## src/hw/cu_setup_pkg.sv

```systemverilog
package cu_setup_pkg;

// --------------------
// Widths
// --------------------
localparam int ADDR_W  = 32;
localparam int SETUP_W = 32;
localparam int COUNT_W = 16;

// Cache line geometry, entry index to byte address
localparam int LINE_BYTES = 64;
localparam int ADDR_SHIFT = 6;

// --------------------
// Request FIFO sizing
// --------------------
localparam int FIFO_DEPTH  = 32;
localparam int FIFO_PTR_W  = 5;
localparam int PROG_THRESH = 16;

// --------------------
// Setup word layout
// --------------------
localparam int FLUSH_EN_BIT = 2;
localparam int PROG_LSB     = 3;
localparam int PROG_MSB     = 15;
localparam int FLUSH_LSB    = 16;
localparam int FLUSH_MSB    = 31;

// --------------------
// Types
// --------------------
typedef struct packed {
    logic               valid;
    logic [SETUP_W-1:0] setup_word;
} setup_descriptor_t;

// Engine run configuration, start is a one-cycle strobe
typedef struct packed {
    logic               start;
    logic [COUNT_W-1:0] count;
    logic               flush_mode;
} read_config_t;

typedef struct packed {
    logic [ADDR_W-1:0] addr;
    logic              flush_mode;
} mem_request_payload_t;

typedef struct packed {
    logic                 valid;
    mem_request_payload_t payload;
} mem_request_t;

// Program phase first, optional flush phase second
typedef enum logic [2:0] {
    SEQ_IDLE,
    SEQ_PROG_START,
    SEQ_PROG_BUSY,
    SEQ_PROG_DONE,
    SEQ_FLUSH_START,
    SEQ_FLUSH_BUSY,
    SEQ_DONE
} sequencer_state_t;

endpackage

```

## src/hw/cu_setup_top.sv

```systemverilog
`timescale 1ns/1ps

module cu_setup_top (
    input  logic                            ap_clk,
    input  logic                            areset_cu_setup,
    input  cu_setup_pkg::setup_descriptor_t descriptor,
    input  logic                            cu_flush,
    input  logic                            response_valid,
    output cu_setup_pkg::mem_request_t      request,
    input  logic                            request_ready,
    output logic                            done_out
);

// --------------------
// Internal wiring
// --------------------
cu_setup_pkg::read_config_t engine_config;
cu_setup_pkg::mem_request_t push_request;

logic engine_busy;
logic fifo_empty;
logic fifo_prog_full;

// --------------------
// Phase sequencer
// --------------------
setup_sequencer inst_setup_sequencer (
    .ap_clk          (ap_clk),
    .areset_cu_setup (areset_cu_setup),
    .descriptor      (descriptor),
    .cu_flush        (cu_flush),
    .response_valid  (response_valid),
    .engine_busy     (engine_busy),
    .fifo_empty      (fifo_empty),
    .engine_config   (engine_config),
    .done_out        (done_out)
);

// --------------------
// Read request generator
// --------------------
serial_read_engine inst_serial_read_engine (
    .ap_clk          (ap_clk),
    .areset_cu_setup (areset_cu_setup),
    .engine_config   (engine_config),
    .fifo_prog_full  (fifo_prog_full),
    .push_request    (push_request),
    .engine_busy     (engine_busy)
);

// --------------------
// Outgoing request FIFO
// --------------------
// Pop side faces the memory port directly
request_fifo inst_request_fifo (
    .ap_clk          (ap_clk),
    .areset_cu_setup (areset_cu_setup),
    .push_request    (push_request),
    .request         (request),
    .request_ready   (request_ready),
    .fifo_empty      (fifo_empty),
    .fifo_prog_full  (fifo_prog_full)
);

endmodule : cu_setup_top

```

## src/hw/request_fifo.sv

```systemverilog
`timescale 1ns/1ps

module request_fifo (
    input  logic                       ap_clk,
    input  logic                       areset_cu_setup,
    input  cu_setup_pkg::mem_request_t push_request,
    output cu_setup_pkg::mem_request_t request,
    input  logic                       request_ready,
    output logic                       fifo_empty,
    output logic                       fifo_prog_full
);

// --------------------
// Storage and pointers
// --------------------
cu_setup_pkg::mem_request_payload_t mem [cu_setup_pkg::FIFO_DEPTH];

logic [cu_setup_pkg::FIFO_PTR_W-1:0] wr_ptr;
logic [cu_setup_pkg::FIFO_PTR_W-1:0] rd_ptr;
logic [cu_setup_pkg::FIFO_PTR_W:0]   occupancy;

logic fifo_full;
logic push_en;
logic pop_en;

assign fifo_empty     = (occupancy == '0);
assign fifo_full      = (occupancy == cu_setup_pkg::FIFO_DEPTH);
assign fifo_prog_full = (occupancy >= cu_setup_pkg::PROG_THRESH);

assign push_en = push_request.valid && !fifo_full;
assign pop_en  = request.valid && request_ready;

// Head entry shows on the output without a read strobe
assign request.valid   = !fifo_empty;
assign request.payload = mem[rd_ptr];

always_ff @(posedge ap_clk) begin
    if (push_en) begin
        mem[wr_ptr] <= push_request.payload;
    end
end

// --------------------
// Pointer update
// --------------------
always_ff @(posedge ap_clk) begin
    if (areset_cu_setup) begin
        wr_ptr    <= '0;
        rd_ptr    <= '0;
        occupancy <= '0;
    end else begin
        if (push_en) begin
            wr_ptr <= wr_ptr + 1'b1;
        end
        if (pop_en) begin
            rd_ptr <= rd_ptr + 1'b1;
        end
        // Simultaneous push and pop leaves the level unchanged
        case ({push_en, pop_en})
            2'b10:   occupancy <= occupancy + 1'b1;
            2'b01:   occupancy <= occupancy - 1'b1;
            default: occupancy <= occupancy;
        endcase
    end
end

endmodule : request_fifo

```

## src/hw/serial_read_engine.sv

```systemverilog
`timescale 1ns/1ps

module serial_read_engine (
    input  logic                       ap_clk,
    input  logic                       areset_cu_setup,
    input  cu_setup_pkg::read_config_t engine_config,
    input  logic                       fifo_prog_full,
    output cu_setup_pkg::mem_request_t push_request,
    output logic                       engine_busy
);

// --------------------
// Run state
// --------------------
logic [cu_setup_pkg::COUNT_W-1:0] entry_count;
logic [cu_setup_pkg::COUNT_W-1:0] entry_index;
logic                             run_flush_mode;

logic                             issue;
logic [cu_setup_pkg::ADDR_W-1:0]  entry_addr;

// One request per cycle, held off while the FIFO is nearly full
assign issue = engine_busy && (entry_index < entry_count) && !fifo_prog_full;

// Entry index to cache line byte address
assign entry_addr = {{(cu_setup_pkg::ADDR_W - cu_setup_pkg::COUNT_W){1'b0}}, entry_index}
                    << cu_setup_pkg::ADDR_SHIFT;

// Latched run parameters
always_ff @(posedge ap_clk) begin
    if (engine_config.start) begin
        entry_count    <= engine_config.count;
        run_flush_mode <= engine_config.flush_mode;
    end
end

// --------------------
// Busy and entry index
// --------------------
always_ff @(posedge ap_clk) begin
    if (areset_cu_setup) begin
        engine_busy <= 1'b0;
        entry_index <= '0;
    end else if (engine_config.start) begin
        engine_busy <= 1'b1;
        entry_index <= '0;
    end else begin
        if (issue) begin
            entry_index <= entry_index + 1'b1;
        end
        // All entries issued, the last push is on the bus this cycle
        if (engine_busy && (entry_index == entry_count)) begin
            engine_busy <= 1'b0;
        end
    end
end

// --------------------
// Push to request FIFO
// --------------------
always_ff @(posedge ap_clk) begin
    if (areset_cu_setup) begin
        push_request.valid <= 1'b0;
    end else begin
        push_request.valid <= issue;
    end
end

// Payload is only meaningful with valid
always_ff @(posedge ap_clk) begin
    if (issue) begin
        push_request.payload.addr       <= entry_addr;
        push_request.payload.flush_mode <= run_flush_mode;
    end
end

endmodule : serial_read_engine

```

## src/hw/setup_sequencer.sv

```systemverilog
`timescale 1ns/1ps

module setup_sequencer (
    input  logic                            ap_clk,
    input  logic                            areset_cu_setup,
    input  cu_setup_pkg::setup_descriptor_t descriptor,
    input  logic                            cu_flush,
    input  logic                            response_valid,
    input  logic                            engine_busy,
    input  logic                            fifo_empty,
    output cu_setup_pkg::read_config_t      engine_config,
    output logic                            done_out
);

// --------------------
// Registered inputs
// --------------------
logic                               desc_valid_reg;
logic [cu_setup_pkg::SETUP_W-1:0]   setup_word_reg;
logic                               cu_flush_reg;

// Decoded setup fields
logic                               flush_enable;
logic [cu_setup_pkg::COUNT_W-1:0]   prog_count;
logic [cu_setup_pkg::COUNT_W-1:0]   flush_count;

cu_setup_pkg::sequencer_state_t     current_state;
cu_setup_pkg::sequencer_state_t     next_state;

logic [cu_setup_pkg::COUNT_W-1:0]   resp_count;
logic                               phase_clear;
logic                               in_flush;

// Descriptor only accepted while idle
always_ff @(posedge ap_clk) begin
    if (areset_cu_setup) begin
        desc_valid_reg <= 1'b0;
        cu_flush_reg   <= 1'b0;
    end else begin
        desc_valid_reg <= descriptor.valid && (current_state == cu_setup_pkg::SEQ_IDLE);
        cu_flush_reg   <= cu_flush;
    end
end

always_ff @(posedge ap_clk) begin
    if (descriptor.valid && (current_state == cu_setup_pkg::SEQ_IDLE)) begin
        setup_word_reg <= descriptor.setup_word;
    end
end

// --------------------
// Setup word decode
// --------------------
assign flush_enable = setup_word_reg[cu_setup_pkg::FLUSH_EN_BIT];
assign prog_count   = {{(cu_setup_pkg::COUNT_W - cu_setup_pkg::PROG_MSB
                         + cu_setup_pkg::PROG_LSB - 1){1'b0}},
                       setup_word_reg[cu_setup_pkg::PROG_MSB:cu_setup_pkg::PROG_LSB]};
assign flush_count  = setup_word_reg[cu_setup_pkg::FLUSH_MSB:cu_setup_pkg::FLUSH_LSB];

// Engine idle, FIFO drained and every response back
assign phase_clear = !engine_busy && fifo_empty && (resp_count == '0);

// --------------------
// Phase FSM
// --------------------
always_ff @(posedge ap_clk) begin
    if (areset_cu_setup) begin
        current_state <= cu_setup_pkg::SEQ_IDLE;
    end else begin
        current_state <= next_state;
    end
end

always_comb begin
    next_state = current_state;
    case (current_state)
        cu_setup_pkg::SEQ_IDLE: begin
            if (desc_valid_reg) begin
                next_state = cu_setup_pkg::SEQ_PROG_START;
            end
        end
        cu_setup_pkg::SEQ_PROG_START: begin
            next_state = cu_setup_pkg::SEQ_PROG_BUSY;
        end
        cu_setup_pkg::SEQ_PROG_BUSY: begin
            if (phase_clear) begin
                next_state = cu_setup_pkg::SEQ_PROG_DONE;
            end
        end
        cu_setup_pkg::SEQ_PROG_DONE: begin
            // Flush run waits on the external request
            if (!flush_enable) begin
                next_state = cu_setup_pkg::SEQ_DONE;
            end else if (cu_flush_reg) begin
                next_state = cu_setup_pkg::SEQ_FLUSH_START;
            end
        end
        cu_setup_pkg::SEQ_FLUSH_START: begin
            next_state = cu_setup_pkg::SEQ_FLUSH_BUSY;
        end
        cu_setup_pkg::SEQ_FLUSH_BUSY: begin
            if (phase_clear) begin
                next_state = cu_setup_pkg::SEQ_DONE;
            end
        end
        cu_setup_pkg::SEQ_DONE: begin
            next_state = cu_setup_pkg::SEQ_DONE;
        end
        default: begin
            next_state = cu_setup_pkg::SEQ_IDLE;
        end
    endcase
end

// --------------------
// Response counter
// --------------------
always_ff @(posedge ap_clk) begin
    if (areset_cu_setup) begin
        resp_count <= '0;
    end else if (current_state == cu_setup_pkg::SEQ_PROG_START) begin
        resp_count <= prog_count;
    end else if (current_state == cu_setup_pkg::SEQ_FLUSH_START) begin
        resp_count <= flush_count;
    end else if (response_valid && (resp_count != '0)) begin
        resp_count <= resp_count - 1'b1;
    end
end

// Done tracks SEQ_DONE on the same cycles
always_ff @(posedge ap_clk) begin
    if (areset_cu_setup) begin
        done_out <= 1'b0;
    end else begin
        done_out <= (next_state == cu_setup_pkg::SEQ_DONE);
    end
end

// --------------------
// Engine configuration
// --------------------
assign in_flush = (current_state == cu_setup_pkg::SEQ_FLUSH_START) ||
                  (current_state == cu_setup_pkg::SEQ_FLUSH_BUSY);

assign engine_config.start      = (current_state == cu_setup_pkg::SEQ_PROG_START) ||
                                  (current_state == cu_setup_pkg::SEQ_FLUSH_START);
assign engine_config.count      = in_flush ? flush_count : prog_count;
assign engine_config.flush_mode = in_flush;

endmodule : setup_sequencer

```

## config.mk

```make
export PLATFORM = sky130hd
export DESIGN_NAME = cu_setup_top
export DESIGN_NICKNAME = d
export VERILOG_FILES = /design/src/hw/cu_setup_pkg.sv /design/src/hw/cu_setup_top.sv /design/src/hw/request_fifo.sv /design/src/hw/serial_read_engine.sv /design/src/hw/setup_sequencer.sv
export SDC_FILE = /design/constraint.sdc
export NUM_CORES = 1
export LEC_CHECK = 0
export ABC_CLOCK_PERIOD_IN_PS = 8700
export CORE_MARGIN = 10
export CORE_UTILIZATION = 60
export DETAILED_ROUTE_END_ITERATION = 8
export DONT_BUFFER_PORTS = 1
export GPL_ROUTABILITY_DRIVEN = 0
export MAX_ROUTING_LAYER = met4
export PLACE_DENSITY = 0.76
export SYNTH_ARGS = -nofsm -noshare
export SYNTH_HDL_FRONTEND = slang
export SYNTH_SLANG_ARGS = --single-unit
export TNS_END_PERCENT = 30
```

## constraint.sdc

```tcl
create_clock -name ap_clk -period 8.7 [get_ports ap_clk]
set_clock_uncertainty 0.2 [all_clocks]
set_input_delay 0.435 -clock ap_clk [delete_from_list [all_inputs] [get_ports ap_clk]]
set_output_delay 0.435 -clock ap_clk [all_outputs]
set_load 0.05 [all_outputs]
```

# [Word-level counts from Yosys, hierarchy flattened]
# Memory sizes are Yosys's and may differ from the RTL's. A register that Yosys moved wholly into a read port is not among the register bits.
# Cells that the tools add are included.
[classes] muxes=17 n_lt_le_gt_ge=2 n_reduce_logical=25 eq_ne=11 div_mod_pow=0 add_sub_neg=6 shift=0 bitwise_logic=0 mul=0
[ops] operator="16-bit two-way mux" count=2
[ops] operator="13-bit two-way mux" count=2
[ops] operator="3-bit case mux with 7 select lines" count=1
[ops] operator="16-bit by 1-bit adder with 16-bit output, second input constant" count=1
[ops] operator="16-bit == test" count=1
[ops] operator="16-bit zero test" count=1
[ops] operator="16-bit less-than comparator" count=1
[ops] operator="16-bit nonzero test" count=1
[ops] operator="16-bit by 1-bit subtractor with 16-bit output, second input constant" count=1
[ops] operator="3-bit two-way mux" count=5
[ops] operator="3-bit == test, second input constant" count=4
[ops] operator="6-bit case mux with 2 select lines" count=1
[ops] operator="5-bit by 1-bit adder with 5-bit output, second input constant" count=2
[ops] operator="5-bit two-way mux" count=2
[ops] operator="1-bit logical AND" count=9
[ops] operator="6-bit by 1-bit adder with 6-bit output, second input constant" count=1
[ops] operator="3-bit by 2-bit == test with 1-bit output, second input constant" count=2
[ops] operator="6-bit == test, second input constant" count=1
[ops] operator="6-bit by 5-bit >= comparator with 1-bit output, second input constant" count=1
[ops] operator="6-bit zero test" count=1
[ops] operator="2-bit nonzero test" count=3
[ops] operator="6-bit by 1-bit subtractor with 6-bit output, second input constant" count=1
[ops] operator="1-bit zero test" count=4
[ops] operator="1-bit two-way mux" count=4
[ops] operator="7 further kinds" count=9
[word_totals] latchBits=0 n_memories=1 mem_bits_rw=544 in_bits=38 register_bits=122 output_inout_bits=35 mem_bits_ro=0
[memory_table] name="inst_request_fifo.mem" words=32 width=17 read_ports=1 rd_clocked_by_memory_dff=1 wr=1 line_no="request_fifo.sv:16" text="cu_setup_pkg::mem_request_payload_t mem [cu_setup_pkg::FIFO_DEPTH];"

# [Longest topological paths before layout]
[depth] ltp_word=6 depth_mapped=14 ltp_nobuf=12

# [Cells and area by module]
# Synthesis repeated with hierarchy kept, for this count alone.
[hier_totals] hier_cells=2581 area_unflattened_um2=46572.2
[by_module_without_submodules] module="request_fifo" area_each_um2=41581.1 n_inst=1 cells_per_inst=2112
[by_module_without_submodules] module="setup_sequencer" area_each_um2=2570.0 n_inst=1 cells_per_inst=257
[by_module_without_submodules] module="serial_read_engine" area_each_um2=2421.1 n_inst=1 cells_per_inst=212

# [Least setup slack after synthesis]
# No wires, ideal clock.
[synth_timing] path_kind="reg2reg" startpoint="register inst_setup_sequencer.current_state[0]" endpoint="register inst_setup_sequencer.setup_word_reg[10] in the netlist's numbering (enable)" stages_incl_launch_ff=3 synth_period_minus_slack_ns=4.480 path_slack_ns=4.220 arrival_ns=3.774 cell_sequence="dfxtp_1 > clkbuf_1 > nor4b_1"
[synth_between] elab_chain_len=2
[synth_lines] item="start, declared" line_no="setup_sequencer.sv:27" text="cu_setup_pkg::sequencer_state_t current_state;"
[synth_lines] item="start signal, assigned" line_no="setup_sequencer.sv:68" text="current_state <= cu_setup_pkg::SEQ_IDLE;"
[synth_lines] item="start signal, assigned" line_no="setup_sequencer.sv:70" text="current_state <= next_state;"
[synth_lines] item="3-bit zero test" line_no="setup_sequencer.sv:46" text="if (descriptor.valid && (current_state == cu_setup_pkg::SEQ_IDLE)) begin"
[synth_lines] item="1-bit logical AND" line_no="setup_sequencer.sv:46"
[synth_lines] item="end signal, assigned" line_no="setup_sequencer.sv:47" text="setup_word_reg <= descriptor.setup_word;"
[synth_lines] item="end, declared" line_no="setup_sequencer.sv:19" text="logic [cu_setup_pkg::SETUP_W-1:0] setup_word_reg;"
# Every way passes these cells.
# A chain may end at the register's enable or synchronous reset.

==> report_table.html <==
<table>
<tr><th>Metric</th><th>Value</th></tr>
<tr><th colspan="2">Outcome</th></tr>
<tr><td>Status</td><td>finished clean</td></tr>
<tr><th colspan="2">Worst setup path</th></tr>
<tr><td>Kind of end point of the critical path</td><td>output pin</td></tr>
<tr><td>Destination of the worst register-to-register timing path</td><td>inst_request_fifo.mem[15][11]$_DFFE_PP_</td></tr>
<tr><td>Launch instance of the worst register-to-register path</td><td>inst_request_fifo.occupancy[2]$_SDFFE_PP0P_</td></tr>
<tr><td>Count of buffering cells on the critical path with inverters included</td><td>1</td></tr>
<tr><td>Cell family contributing the most delay on the critical path</td><td>multiplexers</td></tr>
<tr><td>Cell repeated most along the worst path</td><td>mux4_2</td></tr>
<tr><td>Highest cell delay on the worst timing path</td><td>slightly below 1000 ps</td></tr>
<tr><td>Kind of critical path</td><td>flip-flop to output pin</td></tr>
<tr><td>Slowest library cell on the worst path</td><td>dfxtp_4</td></tr>
<tr><td>Series of cell instances along the critical path</td><td>buf_4, mux4_2, mux4_2, mux2_2</td></tr>
<tr><td>Endpoint arrival time on the critical path</td><td>between 4000 and 5000 ps</td></tr>
<tr><td>Crit path max fanout</td><td>49</td></tr>
<tr><td>Worst reg2reg setup slack</td><td>4760 ps</td></tr>
<tr><td>Startpoint kind of the worst setup timing path</td><td>flip-flop</td></tr>
<tr><td>Cell count of the worst reg-to-reg path</td><td>6</td></tr>
<tr><td>Critical Path RT</td><td>8070 ps</td></tr>
<tr><th colspan="2">Logic synthesis</th></tr>
<tr><td>Proportion of register bits with asynchronous set or reset after synthesis</td><td>0</td></tr>
<tr><td>Mean Syn Cell Area</td><td>18.7 um2</td></tr>
<tr><td>Warnings from Yosys</td><td>0</td></tr>
<tr><td>Post-synth EDFFs</td><td>608</td></tr>
<tr><td>Main combinational cell family by area after synthesis</td><td>multiplexers</td></tr>
<tr><td>Simple-gate area share of the yosys netlist</td><td>0.0502</td></tr>
<tr><td>Synthesized-area fraction occupied by adder cells</td><td>0.0122</td></tr>
<tr><td>Compound-cell area share of the yosys netlist</td><td>0.0293</td></tr>
<tr><td>Multiplexer area fraction after synthesis</td><td>0.152</td></tr>
<tr><td>Leading register cell type out of synthesis</td><td>edfxtp_1</td></tr>
<tr><td>Sequential-to-total area share from yosys stat</td><td>0.728</td></tr>
<tr><td>Number of library cell types mapped by synthesis</td><td>63</td></tr>
<tr><td>XOR/XNOR Fraction of Synth Area</td><td>0.00884</td></tr>
<tr><td>Gate count of the mapped netlist</td><td>1428</td></tr>
<tr><td>Post-synthesis sequential element count</td><td>669</td></tr>
<tr><td>Synthesized cell area</td><td>26800 um2</td></tr>
<tr><th colspan="2">CTS</th></tr>
<tr><td>Number of buffers inserted by hold repair at cts</td><td>34</td></tr>
<tr><td>Total CTS buffers</td><td>67</td></tr>
<tr><td>Deepest clock path buffer count</td><td>3</td></tr>
<tr><td>Clock insertion delay at the later pin of the skew report</td><td>between 500 and 600 ps</td></tr>
<tr><td>CTS tree</td><td>built</td></tr>
<tr><td>Clk sink count</td><td>669</td></tr>
<tr><td>H-tree levels</td><td>3</td></tr>
<tr><td>Total of cells resized after clock tree synthesis</td><td>0</td></tr>
<tr><td>Post-CTS Setup Inserts</td><td>0</td></tr>
<tr><td>Root Buffer</td><td>clkbuf_16</td></tr>
<tr><td>Clock-pin slew on the worst setup and hold paths</td><td>60 ps</td></tr>
<tr><th colspan="2">Global routing</th></tr>
<tr><td>First-pass GRT wire length</td><td>87.8 mm</td></tr>
<tr><td>Antenna violations before repair</td><td>1</td></tr>
<tr><td>GRT overflow</td><td>0</td></tr>
<tr><td>Largest net degree at the start of global routing</td><td>70</td></tr>
<tr><td>Overall track demand over capacity in global routing</td><td>0.226</td></tr>
<tr><td>Via count of the first global-routing pass</td><td>14.1k</td></tr>
<tr><th colspan="2">Timing</th></tr>
<tr><td>Final critical-path required period</td><td>between 4000 and 5000 ps</td></tr>
<tr><td>Upper clock frequency limit</td><td>209 MHz</td></tr>
<tr><td>Final TNS setup</td><td>0 ps</td></tr>
<tr><td>Setup repair after global routing missed its margin</td><td>no</td></tr>
<tr><td>Slew at the pin with the worst max-slew slack</td><td>roughly 1200 ps</td></tr>
<tr><td>Final-report hold violation count</td><td>0</td></tr>
<tr><td>Max Transition Viols Final</td><td>0</td></tr>
<tr><td>Finish-stage setup viols</td><td>0</td></tr>
<tr><td>Worst-case headroom to the max-slew limit</td><td>0.187</td></tr>
<tr><td>Post-route fraction of the period consumed by the critical path</td><td>0.549</td></tr>
<tr><td>Least setup slack across all paths after layout</td><td>between 3000 and 4000 ps</td></tr>
<tr><th colspan="2">Final layout</th></tr>
<tr><td>Share of post-route cells with drive strength above 1</td><td>0.239</td></tr>
<tr><td>Top library cells by usage in the layout, fill and taps aside</td><td>edfxtp_1 (608), mux4_2 (170), nand2_1 (71)</td></tr>
<tr><td>Final cell utilization of the core</td><td>0.679</td></tr>
<tr><td>Area of all sequential standard cells</td><td>19500 um2</td></tr>
<tr><td>Max reg flops</td><td>544</td></tr>
<tr><td>Antenna cell count</td><td>0</td></tr>
<tr><td>Final #Nets</td><td>1554</td></tr>
<tr><td>Most common library cell in the layout ignoring fill and taps</td><td>edfxtp_1</td></tr>
<tr><td>Layout overhead on the synthesized area</td><td>12.0%</td></tr>
<tr><td>Multi-input logic area</td><td>6890 um2</td></tr>
<tr><td>Fill cells</td><td>2746</td></tr>
<tr><th colspan="2">Detailed routing</th></tr>
<tr><td>Total via count in the routed design</td><td>~13k</td></tr>
<tr><td>Remaining antenna violation count</td><td>0</td></tr>
<tr><td>Pre-Repair DR Iteration Count</td><td>5</td></tr>
<tr><td>Average wire per standard cell</td><td>26.8 um</td></tr>
<tr><td>Total Wirelength</td><td>57.1 mm</td></tr>
<tr><td>Vias per std cell</td><td>6.33</td></tr>
<tr><td>Post-route DRC violation count</td><td>0</td></tr>
<tr><td>Initial DRC Count</td><td>1439</td></tr>
<tr><th colspan="2">Min path</th></tr>
<tr><td>Path type of the worst min-delay path</td><td>input pin to flip-flop</td></tr>
<tr><td>End point of the worst hold path</td><td>inst_setup_sequencer.resp_count[11]$_SDFFE_PP0P_</td></tr>
<tr><td>Count of cells along the worst hold path</td><td>4</td></tr>
<tr><td>Min-delay src</td><td>response_valid</td></tr>
<tr><th colspan="2">Placement</th></tr>
<tr><td>Worst-case setup slack after placement</td><td>4460 ps</td></tr>
<tr><td>Count of input and output buffers</td><td>0</td></tr>
<tr><td>HPWL after DPL</td><td>~31 mm</td></tr>
<tr><th colspan="2">Pwr</th></tr>
<tr><td>Power per Cell Area</td><td>258 nW/um2</td></tr>
<tr><td>Static leakage</td><td>9.45 nW</td></tr>
<tr><td>Maximum resistive drop on vdd</td><td>0.249 mV</td></tr>
<tr><th colspan="2">Floorplanning</th></tr>
<tr><td>Horizontal die dimension</td><td>~230 um</td></tr>
<tr><td>Vertical die dimension</td><td>231 um</td></tr>
<tr><td>Ports</td><td>73</td></tr>
<tr><td>Starting density of the core</td><td>0.606</td></tr>
<tr><td>Total die area</td><td>53400 um2</td></tr>
<tr><td>Std cell rows</td><td>between 70 and 80</td></tr>
<tr><td>Core Region</td><td>roughly 44000 um2</td></tr>
<tr><th colspan="2">Flow run</th></tr>
<tr><td>Total of max-cap violations</td><td>0</td></tr>
</table>
-- worst max path at each step --
stage / endpoint / depth (start not counted) / slack [ps] / startpoint
2_1_floorplan: inst_setup_sequencer.setup_word_reg[10]$_DFFE_PP_ / 2 / 4220 / inst_setup_sequencer.current_state[0]$_SDFF_PP0_
3_3_place_gp: request[20] / 4 / 4450 / flip-flop
3_5_place_dp: request[9] / 4 / 4460 / flip-flop
4_1_cts: request[20] / 4 / 3780 / flip-flop
5_1_grt: request[20] / 4 / 3600 / flip-flop
6_report: request[20] / 4 / 3920 / flip-flop
-- logic make-up after synthesis --
family | Yosys count
AOI/OAI and AO/OA | 121
other | 1
muxes | 191
xor gates and xnor gates | 27
buffers and inverters | 123
DFF | 669
adders and majority gates | 26
and+or+nand+nor | 270
-- cell usage after synthesis, types with 8 or more instances --
cell type  count  share of area
a211oi_1      18         0.0051
or4_1         16         0.0045
edfxtp_1     608           0.68
xnor2_1       15         0.0049
o21ai_0       12         0.0022
buf_1         11         0.0015
nor3_1         9         0.0017
clkbuf_1      63         0.0088
a21oi_1       46         0.0086
ha_1          26          0.012
nand4_1        8         0.0019
nand2_1       71          0.010
inv_1         31         0.0043
buf_4         16         0.0045
nand3_1       13         0.0024
nor2_1        94          0.013
mux4_2       170           0.14
dfxtp_1       61          0.046
xor2_1        12         0.0039
mux2_2        18         0.0076
o31ai_1       15         0.0042
-- stage by stage --
stage                     hold WS [ps]  cells  area, um2  power (mW)
final                              110   2131      30000        7.75
after global routing               125   2131      30000        8.02
after CTS                         72.8   2131      30000        7.80
after detailed placement           212   1979      27500        5.01
after global placement             205   1979      27500        4.98
after floorplan                    200   1443      26800        4.76
-- cell type report --
type / count / share of cell area
Multi-Input combinational cell: 651 / 0.230
Inverter: 32 / 0.00401
Timing Repair Buffer: 69 / 0.0205
Clock buffer: 93 / 0.0626
Tap cell: 592 / 0.0247
Clock inverter: 25 / 0.00785
Sequential cell: 669 / 0.650
-- where the power goes --
part	leakage, nW	total [mW]	internal (mW)	switching, mW
Sequential	6.00	3.81	3.63	0.186
Clock	1.04	2.78	1.63	1.16
Combinational	2.41	1.15	0.547	0.603
Total	9.45	7.75	5.80	1.95
-- tightest hold or removal path, cell delays in order --
cell and delay [ps]:
o21a_1 150, nand3b_1 90, nand3_1 90, a21oi_1 60
-- layer usage --
metal | GRT usage | up-vias | part of all wire
li1 | - | 5818 | -
met1 | 0.274 | 7016 | 0.38
met2 | 0.378 | 519 | 0.52
met3 | 0.0399 | 141 | 0.060
met4 | 0.0828 | 0 | 0.034
met5 | - | - | 0
Power figures use the tool's default switching activity.
